[config.mk]
export PLATFORM = sky130hd
export DESIGN_NAME = cache_ctrl_flat
export DESIGN_NICKNAME = d
export VERILOG_FILES = /design/src/common/cache_pkg.sv /design/src/common/mem_if.sv /design/src/common/cache_if.sv /design/src/cache/cache_ctrl.sv /design/src/flat_wrapper.sv
export SDC_FILE = /design/constraint.sdc
export NUM_CORES = 1
export LEC_CHECK = 0
export BUFFER_PORTS_ARGS = -buffer_cell sky130_fd_sc_hd__buf_2
export CORE_AREA = 2 2 252 254
export DETAILED_ROUTE_END_ITERATION = 8
export DIE_AREA = 0 0 254 256
export SKIP_CTS_REPAIR_TIMING = 1
export SLEW_MARGIN = 20
export SYNTH_ARGS = -nofsm -noshare
export SYNTH_HDL_FRONTEND = slang
export SYNTH_SLANG_ARGS = --single-unit
[constraint.sdc]
create_clock -name clk -period 2.89 [get_ports clk]
set_input_delay 0.1445 -clock clk [delete_from_list [all_inputs] [get_ports clk]]
set_output_delay 0.1445 -clock clk [all_outputs]
set_load 0.01 [all_outputs]
[src/common/cache_pkg.sv]
// shared cache geometry, address fields and enums
// imported by the controller, the store, the memory model and both bus interfaces
package cache_pkg;

	localparam int ADDR_W     = 16;                       // word address
	localparam int IDX_W      = 6;                        // 64 sets
	localparam int OFF_W      = 2;                        // 4 words per line
	localparam int TAG_W      = ADDR_W - IDX_W - OFF_W;   // 8 tag bits
	localparam int NUM_SETS   = 1 << IDX_W;
	localparam int LINE_WORDS = 1 << OFF_W;
	localparam int MEM_LINES  = 1 << (TAG_W + IDX_W);     // backing store depth

	typedef logic [ADDR_W-1:0]        addr_t;
	typedef logic [IDX_W-1:0]         index_t;
	typedef logic [TAG_W-1:0]         tag_t;
	typedef logic [OFF_W-1:0]         off_t;
	typedef logic [31:0]              word_t;
	typedef word_t [LINE_WORDS-1:0]   line_t;        // 128b, word 0 in the low bits
	typedef logic [TAG_W+IDX_W-1:0]   line_addr_t;   // {tag, index}

	// which way a store write or touch applies to
	typedef enum logic [1:0] {
		WAY_SEL_NONE,
		WAY_SEL_W0,
		WAY_SEL_W1,
		WAY_SEL_ALL
	} way_sel_t;

	typedef struct packed {
		tag_t tag;
		logic valid;
		logic dirty;
	} flag_t;

	typedef enum logic [2:0] {
		IDLE, CHECK, WB_REQ, WB_WAIT, RF_REQ, RF_WAIT, FILL, DONE
	} ctrl_state_t;

	// address field split, tag on top
	function automatic tag_t addr_tag(addr_t a);
		return a[ADDR_W-1 -: TAG_W];
	endfunction

	function automatic index_t addr_index(addr_t a);
		return a[OFF_W +: IDX_W];
	endfunction

	function automatic off_t addr_off(addr_t a);
		return a[OFF_W-1:0];
	endfunction

endpackage
[src/common/mem_if.sv]
// line-wide bus between cache controller and main memory
// one strobe per transfer, ready pulses once when it completes
`timescale 1ns/1ps

interface mem_if import cache_pkg::*; ();

	logic       rd;      // fetch line
	logic       wr;      // write back line
	line_addr_t addr;
	line_t      wdata;
	line_t      rdata;   // valid with ready on a read
	logic       ready;

	modport ctrl (
		output rd, wr, addr, wdata,
		input  rdata, ready
	);

	modport mem (
		input  rd, wr, addr, wdata,
		output rdata, ready
	);

endinterface

[src/common/cache_if.sv]
// controller to store bus, ctrl side drives the set access and the store answers
// with flags and the selected line one cycle after rd
`timescale 1ns/1ps

interface cache_if import cache_pkg::*; ();

	index_t   index;      // set being accessed
	logic     rd;         // one cycle read strobe
	logic     wr;         // write into way_sel
	way_sel_t way_sel;
	tag_t     tag_in;     // compared and written
	logic     dirty_in;
	line_t    data_in;
	logic     touch;      // lru update for way_sel

	logic     hit0;
	logic     hit1;
	logic     valid0;
	logic     valid1;
	logic     dirty0;
	logic     dirty1;
	logic     way;        // hit way, else the lru victim
	tag_t     tag_out;
	line_t    data_out;

	modport ctrl (
		output index, rd, wr, way_sel, tag_in, dirty_in, data_in, touch,
		input  hit0, hit1, valid0, valid1, dirty0, dirty1, way, tag_out, data_out
	);

	modport store (
		input  index, rd, wr, way_sel, tag_in, dirty_in, data_in, touch,
		output hit0, hit1, valid0, valid1, dirty0, dirty1, way, tag_out, data_out
	);

endinterface

[src/cache/cache_ctrl.sv]
// request FSM for the two-way cache
// serves hits, writes back dirty victims, refills and then rechecks as a hit
`timescale 1ns/1ps

module cache_ctrl import cache_pkg::*; (
	input  logic  clk,
	input  logic  rst_n,
	input  logic  req_rd,
	input  logic  req_wr,
	input  addr_t addr,
	input  word_t wdata,
	output word_t rdata,
	output logic  hit,
	output logic  done,
	output logic  busy,
	cache_if.ctrl bus,
	mem_if.ctrl   mem
);

	ctrl_state_t state, nxt_state;

	// request held for the whole access
	addr_t req_addr;
	word_t req_wdata;
	logic  req_is_wr;

	logic  missed;      // this access went to memory at least once
	logic  victim_q;    // way chosen for the refill
	logic  mem_pend;    // memory transfer outstanding

	logic     accept;
	tag_t     req_tag;
	index_t   req_idx;
	off_t     req_off;
	logic     any_hit;
	logic     victim_dirty;
	way_sel_t hit_sel;
	way_sel_t victim_sel;
	line_t    merged;

	// new request taken in IDLE or in the DONE cycle, busy is low in both
	assign accept  = (state == IDLE || state == DONE) && (req_rd || req_wr);
	assign req_tag = addr_tag(req_addr);
	assign req_idx = addr_index(req_addr);
	assign req_off = addr_off(req_addr);

	assign any_hit      = bus.hit0 || bus.hit1;
	assign hit_sel      = bus.way ? WAY_SEL_W1 : WAY_SEL_W0;
	assign victim_sel   = victim_q ? WAY_SEL_W1 : WAY_SEL_W0;
	assign victim_dirty = bus.way ? (bus.valid1 && bus.dirty1)
	                              : (bus.valid0 && bus.dirty0);

	assign busy = (state != IDLE) && (state != DONE);
	assign done = (state == DONE);

	// write data dropped into the stored line
	always_comb begin : merge_word
		merged          = bus.data_out;
		merged[req_off] = req_wdata;
	end

	always_comb begin : fsm_comb
		nxt_state    = state;
		bus.index    = accept ? addr_index(addr) : req_idx;   // read the new set at once
		bus.rd       = accept || (state == FILL);
		bus.wr       = 1'b0;
		bus.way_sel  = WAY_SEL_NONE;
		bus.tag_in   = req_tag;
		bus.dirty_in = 1'b0;
		bus.data_in  = merged;
		bus.touch    = 1'b0;
		mem.rd       = 1'b0;
		mem.wr       = 1'b0;
		mem.addr     = {req_tag, req_idx};
		mem.wdata    = bus.data_out;    // victim line, stable until the next rd

		unique case (state)
			IDLE, DONE: begin
				if (accept)
					nxt_state = CHECK;
				else
					nxt_state = IDLE;
			end

			CHECK: begin
				if (any_hit) begin
					bus.touch   = 1'b1;
					bus.way_sel = hit_sel;
					if (req_is_wr) begin
						bus.wr       = 1'b1;   // merged line goes back dirty
						bus.dirty_in = 1'b1;
					end
					nxt_state = DONE;
				end else if (victim_dirty) begin
					nxt_state = WB_REQ;
				end else begin
					nxt_state = RF_REQ;   // clean or empty victim, just refill
				end
			end

			WB_REQ: begin
				mem.wr    = 1'b1;
				mem.addr  = {bus.tag_out, req_idx};   // victim's own line address
				nxt_state = WB_WAIT;
			end

			WB_WAIT: begin
				if (mem.ready)
					nxt_state = RF_REQ;
			end

			RF_REQ: begin
				mem.rd    = 1'b1;
				nxt_state = RF_WAIT;
			end

			RF_WAIT: begin
				if (mem.ready) begin
					bus.wr      = 1'b1;       // fill clean straight off rdata
					bus.way_sel = victim_sel;
					bus.data_in = mem.rdata;
					nxt_state   = FILL;
				end
			end

			FILL: begin
				nxt_state = CHECK;   // rd issued above, recheck as a hit
			end

			default: begin
				nxt_state = IDLE;
			end
		endcase
	end

	always_ff @(posedge clk or negedge rst_n) begin
		if (!rst_n) begin
			state     <= IDLE;
			req_is_wr <= 1'b0;
			missed    <= 1'b0;
			victim_q  <= 1'b0;
			hit       <= 1'b0;
			mem_pend  <= 1'b0;
		end else begin
			state <= nxt_state;
			if (accept) begin
				req_is_wr <= req_wr;
				missed    <= 1'b0;
			end
			if (state == CHECK && !any_hit) begin
				missed   <= 1'b1;
				victim_q <= bus.way;    // lru victim when nothing hit
			end
			if (state == CHECK && any_hit)
				hit <= !missed;         // a refilled access reports 0
			if (mem.rd || mem.wr)
				mem_pend <= 1'b1;
			else if (mem.ready)
				mem_pend <= 1'b0;
		end
	end

	// request payload and read data
	always_ff @(posedge clk) begin
		if (accept) begin
			req_addr  <= addr;
			req_wdata <= wdata;
		end
		if (state == CHECK && any_hit && !req_is_wr)
			rdata <= bus.data_out[req_off];
	end

	a_no_req_busy: assert property (@(posedge clk) disable iff (!rst_n)
		busy |-> !(req_rd || req_wr));

	a_rd_xor_wr: assert property (@(posedge clk) disable iff (!rst_n)
		!(req_rd && req_wr));

	// memory handles a single transfer until it answers ready
	a_one_mem_xfer: assert property (@(posedge clk) disable iff (!rst_n)
		mem_pend |-> !(mem.rd || mem.wr));

endmodule

[src/flat_wrapper.sv]
// flat-port wrapper written by rule: the top's interface ports become plain ports
module cache_ctrl_flat import cache_pkg::*;
  (clk, rst_n, req_rd, req_wr, addr, wdata, rdata, hit, done, busy, bus_index, bus_rd, bus_wr, bus_way_sel, bus_tag_in, bus_dirty_in, bus_data_in, bus_touch, bus_hit0, bus_hit1, bus_valid0, bus_valid1, bus_dirty0, bus_dirty1, bus_way, bus_tag_out, bus_data_out, mem_rd, mem_wr, mem_addr, mem_wdata, mem_rdata, mem_ready);
  cache_if bus_i ();
  mem_if mem_i ();
  input  logic clk;
  input  logic rst_n;
  input  logic req_rd;
  input  logic req_wr;
  input  addr_t addr;
  input  word_t wdata;
  output word_t rdata;
  output logic hit;
  output logic done;
  output logic busy;
  output wire logic [$bits(bus_i.index)-1:0] bus_index;
  output wire logic [$bits(bus_i.rd)-1:0] bus_rd;
  output wire logic [$bits(bus_i.wr)-1:0] bus_wr;
  output wire logic [$bits(bus_i.way_sel)-1:0] bus_way_sel;
  output wire logic [$bits(bus_i.tag_in)-1:0] bus_tag_in;
  output wire logic [$bits(bus_i.dirty_in)-1:0] bus_dirty_in;
  output wire logic [$bits(bus_i.data_in)-1:0] bus_data_in;
  output wire logic [$bits(bus_i.touch)-1:0] bus_touch;
  input wire logic [$bits(bus_i.hit0)-1:0] bus_hit0;
  input wire logic [$bits(bus_i.hit1)-1:0] bus_hit1;
  input wire logic [$bits(bus_i.valid0)-1:0] bus_valid0;
  input wire logic [$bits(bus_i.valid1)-1:0] bus_valid1;
  input wire logic [$bits(bus_i.dirty0)-1:0] bus_dirty0;
  input wire logic [$bits(bus_i.dirty1)-1:0] bus_dirty1;
  input wire logic [$bits(bus_i.way)-1:0] bus_way;
  input wire logic [$bits(bus_i.tag_out)-1:0] bus_tag_out;
  input wire logic [$bits(bus_i.data_out)-1:0] bus_data_out;
  output wire logic [$bits(mem_i.rd)-1:0] mem_rd;
  output wire logic [$bits(mem_i.wr)-1:0] mem_wr;
  output wire logic [$bits(mem_i.addr)-1:0] mem_addr;
  output wire logic [$bits(mem_i.wdata)-1:0] mem_wdata;
  input wire logic [$bits(mem_i.rdata)-1:0] mem_rdata;
  input wire logic [$bits(mem_i.ready)-1:0] mem_ready;
  assign bus_index = bus_i.index;
  assign bus_rd = bus_i.rd;
  assign bus_wr = bus_i.wr;
  assign bus_way_sel = bus_i.way_sel;
  assign bus_tag_in = bus_i.tag_in;
  assign bus_dirty_in = bus_i.dirty_in;
  assign bus_data_in = bus_i.data_in;
  assign bus_touch = bus_i.touch;
  assign bus_i.hit0 = bus_hit0;
  assign bus_i.hit1 = bus_hit1;
  assign bus_i.valid0 = bus_valid0;
  assign bus_i.valid1 = bus_valid1;
  assign bus_i.dirty0 = bus_dirty0;
  assign bus_i.dirty1 = bus_dirty1;
  assign bus_i.way = bus_way;
  assign bus_i.tag_out = bus_tag_out;
  assign bus_i.data_out = bus_data_out;
  assign mem_rd = mem_i.rd;
  assign mem_wr = mem_i.wr;
  assign mem_addr = mem_i.addr;
  assign mem_wdata = mem_i.wdata;
  assign mem_i.rdata = mem_rdata;
  assign mem_i.ready = mem_ready;
  cache_ctrl u_core (.clk(clk), .rst_n(rst_n), .req_rd(req_rd), .req_wr(req_wr), .addr(addr), .wdata(wdata), .rdata(rdata), .hit(hit), .done(done), .busy(busy), .bus(bus_i), .mem(mem_i));
endmodule
; Yosys cells after proc, flatten, opt, wreduce, memory -nomap -nowiden
; Cells that the tools add are included.
[totals]
regBits = 87
input_bits = 324
output_inout_bits = 327
word_cells = 72
[op_classes]
n_lt_le_gt_ge = 2
n_eq_ne = 10
mux = 32
n_reduce_logical = 20
[ops]
columns = op, count
row1 = $mux W128, 2
row2 = $bwmux W128, 1
row3 = $bmux W32 S2, 1
row4 = $demux W32 S2, 1
row5 = $mux W32, 2
row6 = $pmux W3 S7, 1
row7 = $mux W14, 1
row8 = $eq A3 B3 Y1 const B, 4
row9 = $mux W1, 12
row10 = $mux W3, 4
row11 = $logic_and A1 B1 Y1, 8
row12 = $mux W2, 4
row13 = $eq A3 B2 Y1 const B, 2
row14 = $mux W6, 1
row15 = $logic_or A1 B1 Y1, 4
row16 = $ne A2 B2 Y1 const B, 2
row17 = $pmux W2 S2, 1
row18 = $eq A3 B1 Y1 const B, 1
row19 = $logic_not A1 Y1, 3
row20 = $logic_not A3 Y1, 1
row21 = $lt A2 B3 Y1 const B, 1
row22 = $ne A3 B3 Y1 const B, 1
row23 = $reduce_bool A3 Y1, 1
row24 = $ge A2 B1 Y1 const B, 1
row25 = other kinds (4), 4

; Logic depth before layout (Yosys ltp)
[logic_depth]
depth_word = 7
depth_mapped = 7

; Least setup slack after synthesis
; OpenSTA, ideal clock, no wires.
[synth_timing]
path_kind = register -> register
startpoint = reg u_core.state[1]
endpoint = reg u_core.rdata[0] (enable)
setup_time_ns = 0.421
arrival_time_ns = 2.472
required_time_ns = 2.469
setup_slack_ns = -0.003
path_stages_with_launch = 6
path_buffers = 2
period_less_slack_ns = 2.893
path_cell_list = dfrtp_1 -> buf_4 -> nand2b_1 -> or3_1 -> buf_2 -> nor2_1
[synth_via]
elab_chain_cells = 3
[synth_lines]
columns = element, line
row1 = from (decl), cache_ctrl.sv:20  ; ctrl_state_t state, nxt_state;
row2 = from (signal assigned), cache_ctrl.sv:145  ; state <= nxt_state;
row3 = $eq A3 B1 Y1, cache_ctrl.sv:169  ; if (state == CHECK && any_hit && !req_is_wr)
row4 = $logic_and A1 B1 Y1 (2 in a row), cache_ctrl.sv:169
row5 = to (signal assigned), cache_ctrl.sv:170  ; rdata <= bus.data_out[req_off];
row6 = to (decl), cache_ctrl.sv:12  ; output word_t rdata,
; Every way passes these cells.
; A chain may end at the register's enable or synchronous reset.

; Worst setup path in the final report
[layout_timing]
startpoint = reg u_core.state[1]
endpoint = out bus_data_in[41]
[layout_via]
elab_chain_cells = 2
[layout_lines]
columns = element, line
row1 = $eq A3 B3 Y1, cache_ctrl.sv:77  ; unique case (state)
row2 = $mux W128, cache_ctrl.sv:77
row3 = to (decl), flat_wrapper.sv:22  ; output wire logic [$bits(bus_i.data_in)-1:0] bus_data_in;
; Every way passes these cells.

==> metrics <==
chip width=254 um; fmax=roughly 380 MHz; CORE AREA=62,390 sq um; Syn Area/Cell=9.837 sq um; Slew Limit Fails=0; GP Congestion=~0.9; CP startpoint kind=register; Crit path largest cell delay=approximately 0.69 ns; Synth Flop Type=edfxtp_1; Final Hold Fails=0; DRT Pass-1 Iters=5; Setup crit end kind=primary output; Synth Cell Area=7682 sq um; Post-synth EDFFs=80; Cell Rows=92; count leader, synth=buf_4; FF-to-FF setup slack=0.77 ns; Post-layout nets=1,641; post-DP HPWL=32,740 um; Final min period=2.636 ns; Die Ht=256 um; Leakage=5.418 nW; relative slew slack=50.47%; via count=8,232; WL final=40,570 um; grt ovf=0; CP Data Arrival Time=2.49 ns; post-route ant nets=0; RSZ-0062 raised after global routing=no; Distinct cells, synth=49; Clk Latency, worst-skew pair=0.38 ns; commonest cells in the netlist=buf_4, nor2_1, a21oi_1, mux2i_1, edfxtp_1; worst slew pin tran=0.7222 ns; Worst Path Required=2.75 ns; Ys Warns=0; Initial DRC Count=550; routed len/inst=18.67 um; final worst path period share=around nine tenths; Power Dens Cells=700.8 nW/um^2; Buffers & Inverters on Critical Path=3; Post-synth ARST share=8.046%; Setup TNS=0 ns; synth top area cells=edfxtp_1, mux2i_1, buf_4; Die Area=approximately 65,000 sq um; I/O pin count=651; clock-pin slew on the worst setup and hold paths=0.08 ns; family with the most delay on the worst path=buffers and inverters; CTS buffer count=9; cell count after synthesis=781; Via density=3.788; slowest library cell on the worst path=dfrtp_1; maximum level of the CTS H-tree=3; fillers=6,981; DRC violations left=0; initial antenna violation count=9; vias in the first global route=7,690; layout cell share with drive strength beyond 1=56.05%; first-pass GRT wire length=52,740 um; worst min path class=input port to register; worst-path fanout max=96; syn nets=1,105; Yosys top cell area share=31.27%; clock sink total=87; worst setup margin=0.2540 ns; cell taking the most area after synthesis=edfxtp_1; max_cap viols=0; sequential-to-total area share from yosys stat=33.55%; Clock Tree Buf Depth=2; worst-path cell chain=nand4b_1 -> buf_12 -> buf_4 -> nor2_1 -> a21oi_1 -> buf_2; largest net degree at the start of global routing=97; status=finished, final reports clean; root buffer cell=clkbuf_16; Fin Clk Skew=approximately 0.0082 ns; CTS tree=done; Area growth syn-to-layout=52.77%; port bufs=650; Setup violations, final=0; CP Class=register to primary output; All-Layer GR Usage=11.59%; Peak VDD IR=between 0.3 and 0.4 mV; synthesis-stage register bit count=87; initial core utilization=12.31%; Setup WS pre-CTS=about 0.71 ns
## state kept, by name, indices dropped and copies added, names as in the netlist
name,flops
u_core.missed,1
u_core.req_addr,16
u_core.req_wdata,32
u_core.state,3
u_core.rdata,32
u_core.victim_q,1
u_core.hit,1
u_core.req_is_wr,1
## final cells by class
type | instances | area (sq um) | share of cell area, %
Antenna cell | 5 | 12.51 | 0.1066
Clock buffer | 10 | 229.0 | 1.951
Clock inverter | 6 | 70.07 | 0.5970
Inverter | 5 | 18.77 | 0.1599
Multi-Input combinational cell | 488 | 3714 | 31.64
Sequential cell | 87 | 2577 | 21.96
Tap cell | 846 | 1059 | 9.019
Timing Repair Buffer | 726 | 4056 | 34.56
## path summary, 6_finish.rpt
kind | to | startpoint | cells after the start
worst max-delay path | bus_data_in[41] | u_core.state[1] | 6
worst min-delay path | u_core.req_addr[0] | addr[0] | 1
worst max register to register | u_core.req_wdata[0] | u_core.state[1] | 3
worst min register to register | u_core.hit | u_core.hit | 2
max in group asynchronous | u_core.state[0] | rst_n | 2
min in group asynchronous | u_core.missed | rst_n | 2
## logic make-up after synthesis
kind of cell	synth area share, %
compound gates	10.70
buf+inv	18.57
flops	33.55
mux	28.36
simple gates	8.828
## per-layer routing
metal / track usage [%] / up-vias / part of all wire [%]
li1: - / 3757 / -
met1: 12.30 / 3883 / 38
met2: 20.52 / 510 / 50
met3: 2.654 / 78 / 7.4
met4: 7.353 / 4 / 5.0
met5: 0 / - / 0.067
## report_power, final
| group | switching, mW | total, mW | internal (mW) |
|---|---|---|---|
| clock network | 0.634 | 1.31 | 0.679 |
| logic | 2.81 | 4.85 | 2.04 |
| registers | 0.320 | 2.07 | 1.75 |
| total | 3.76 | 8.23 | 4.47 |
## per-stage QoR
step | area (sq um) | cells | total power [mW] | hold WS [ns] | util [%]
after floorplan | 7685 | 781 | 4.860 | -0.1511 | -
after global placement | 10940 | 2104 | 6.915 | -0.009302 | 17.54
after detailed placement | 10940 | 2104 | 6.915 | -0.007169 | 17.54
after CTS | 11240 | 2120 | 8.336 | -0.4613 | 18.02
after global routing | 11740 | 2173 | 8.766 | 0.01002 | 18.81
final | 11740 | 2173 | 8.225 | 0.006649 | 18.81
## cells in the final DEF, fill, tap and decap left out, drive strengths merged, types with 5 or more instances in the layout
cell type / instances
a21oi: 130
mux2i: 128
diode: 5
edfxtp: 80
buf: 678
mux2: 14
mux4: 32
dlygate4sd3: 48
nor2: 136
inv: 6
o21ai: 5
clkbuf: 10
dfrtp: 7
No activity file was read; power rests on OpenSTA's default activity.
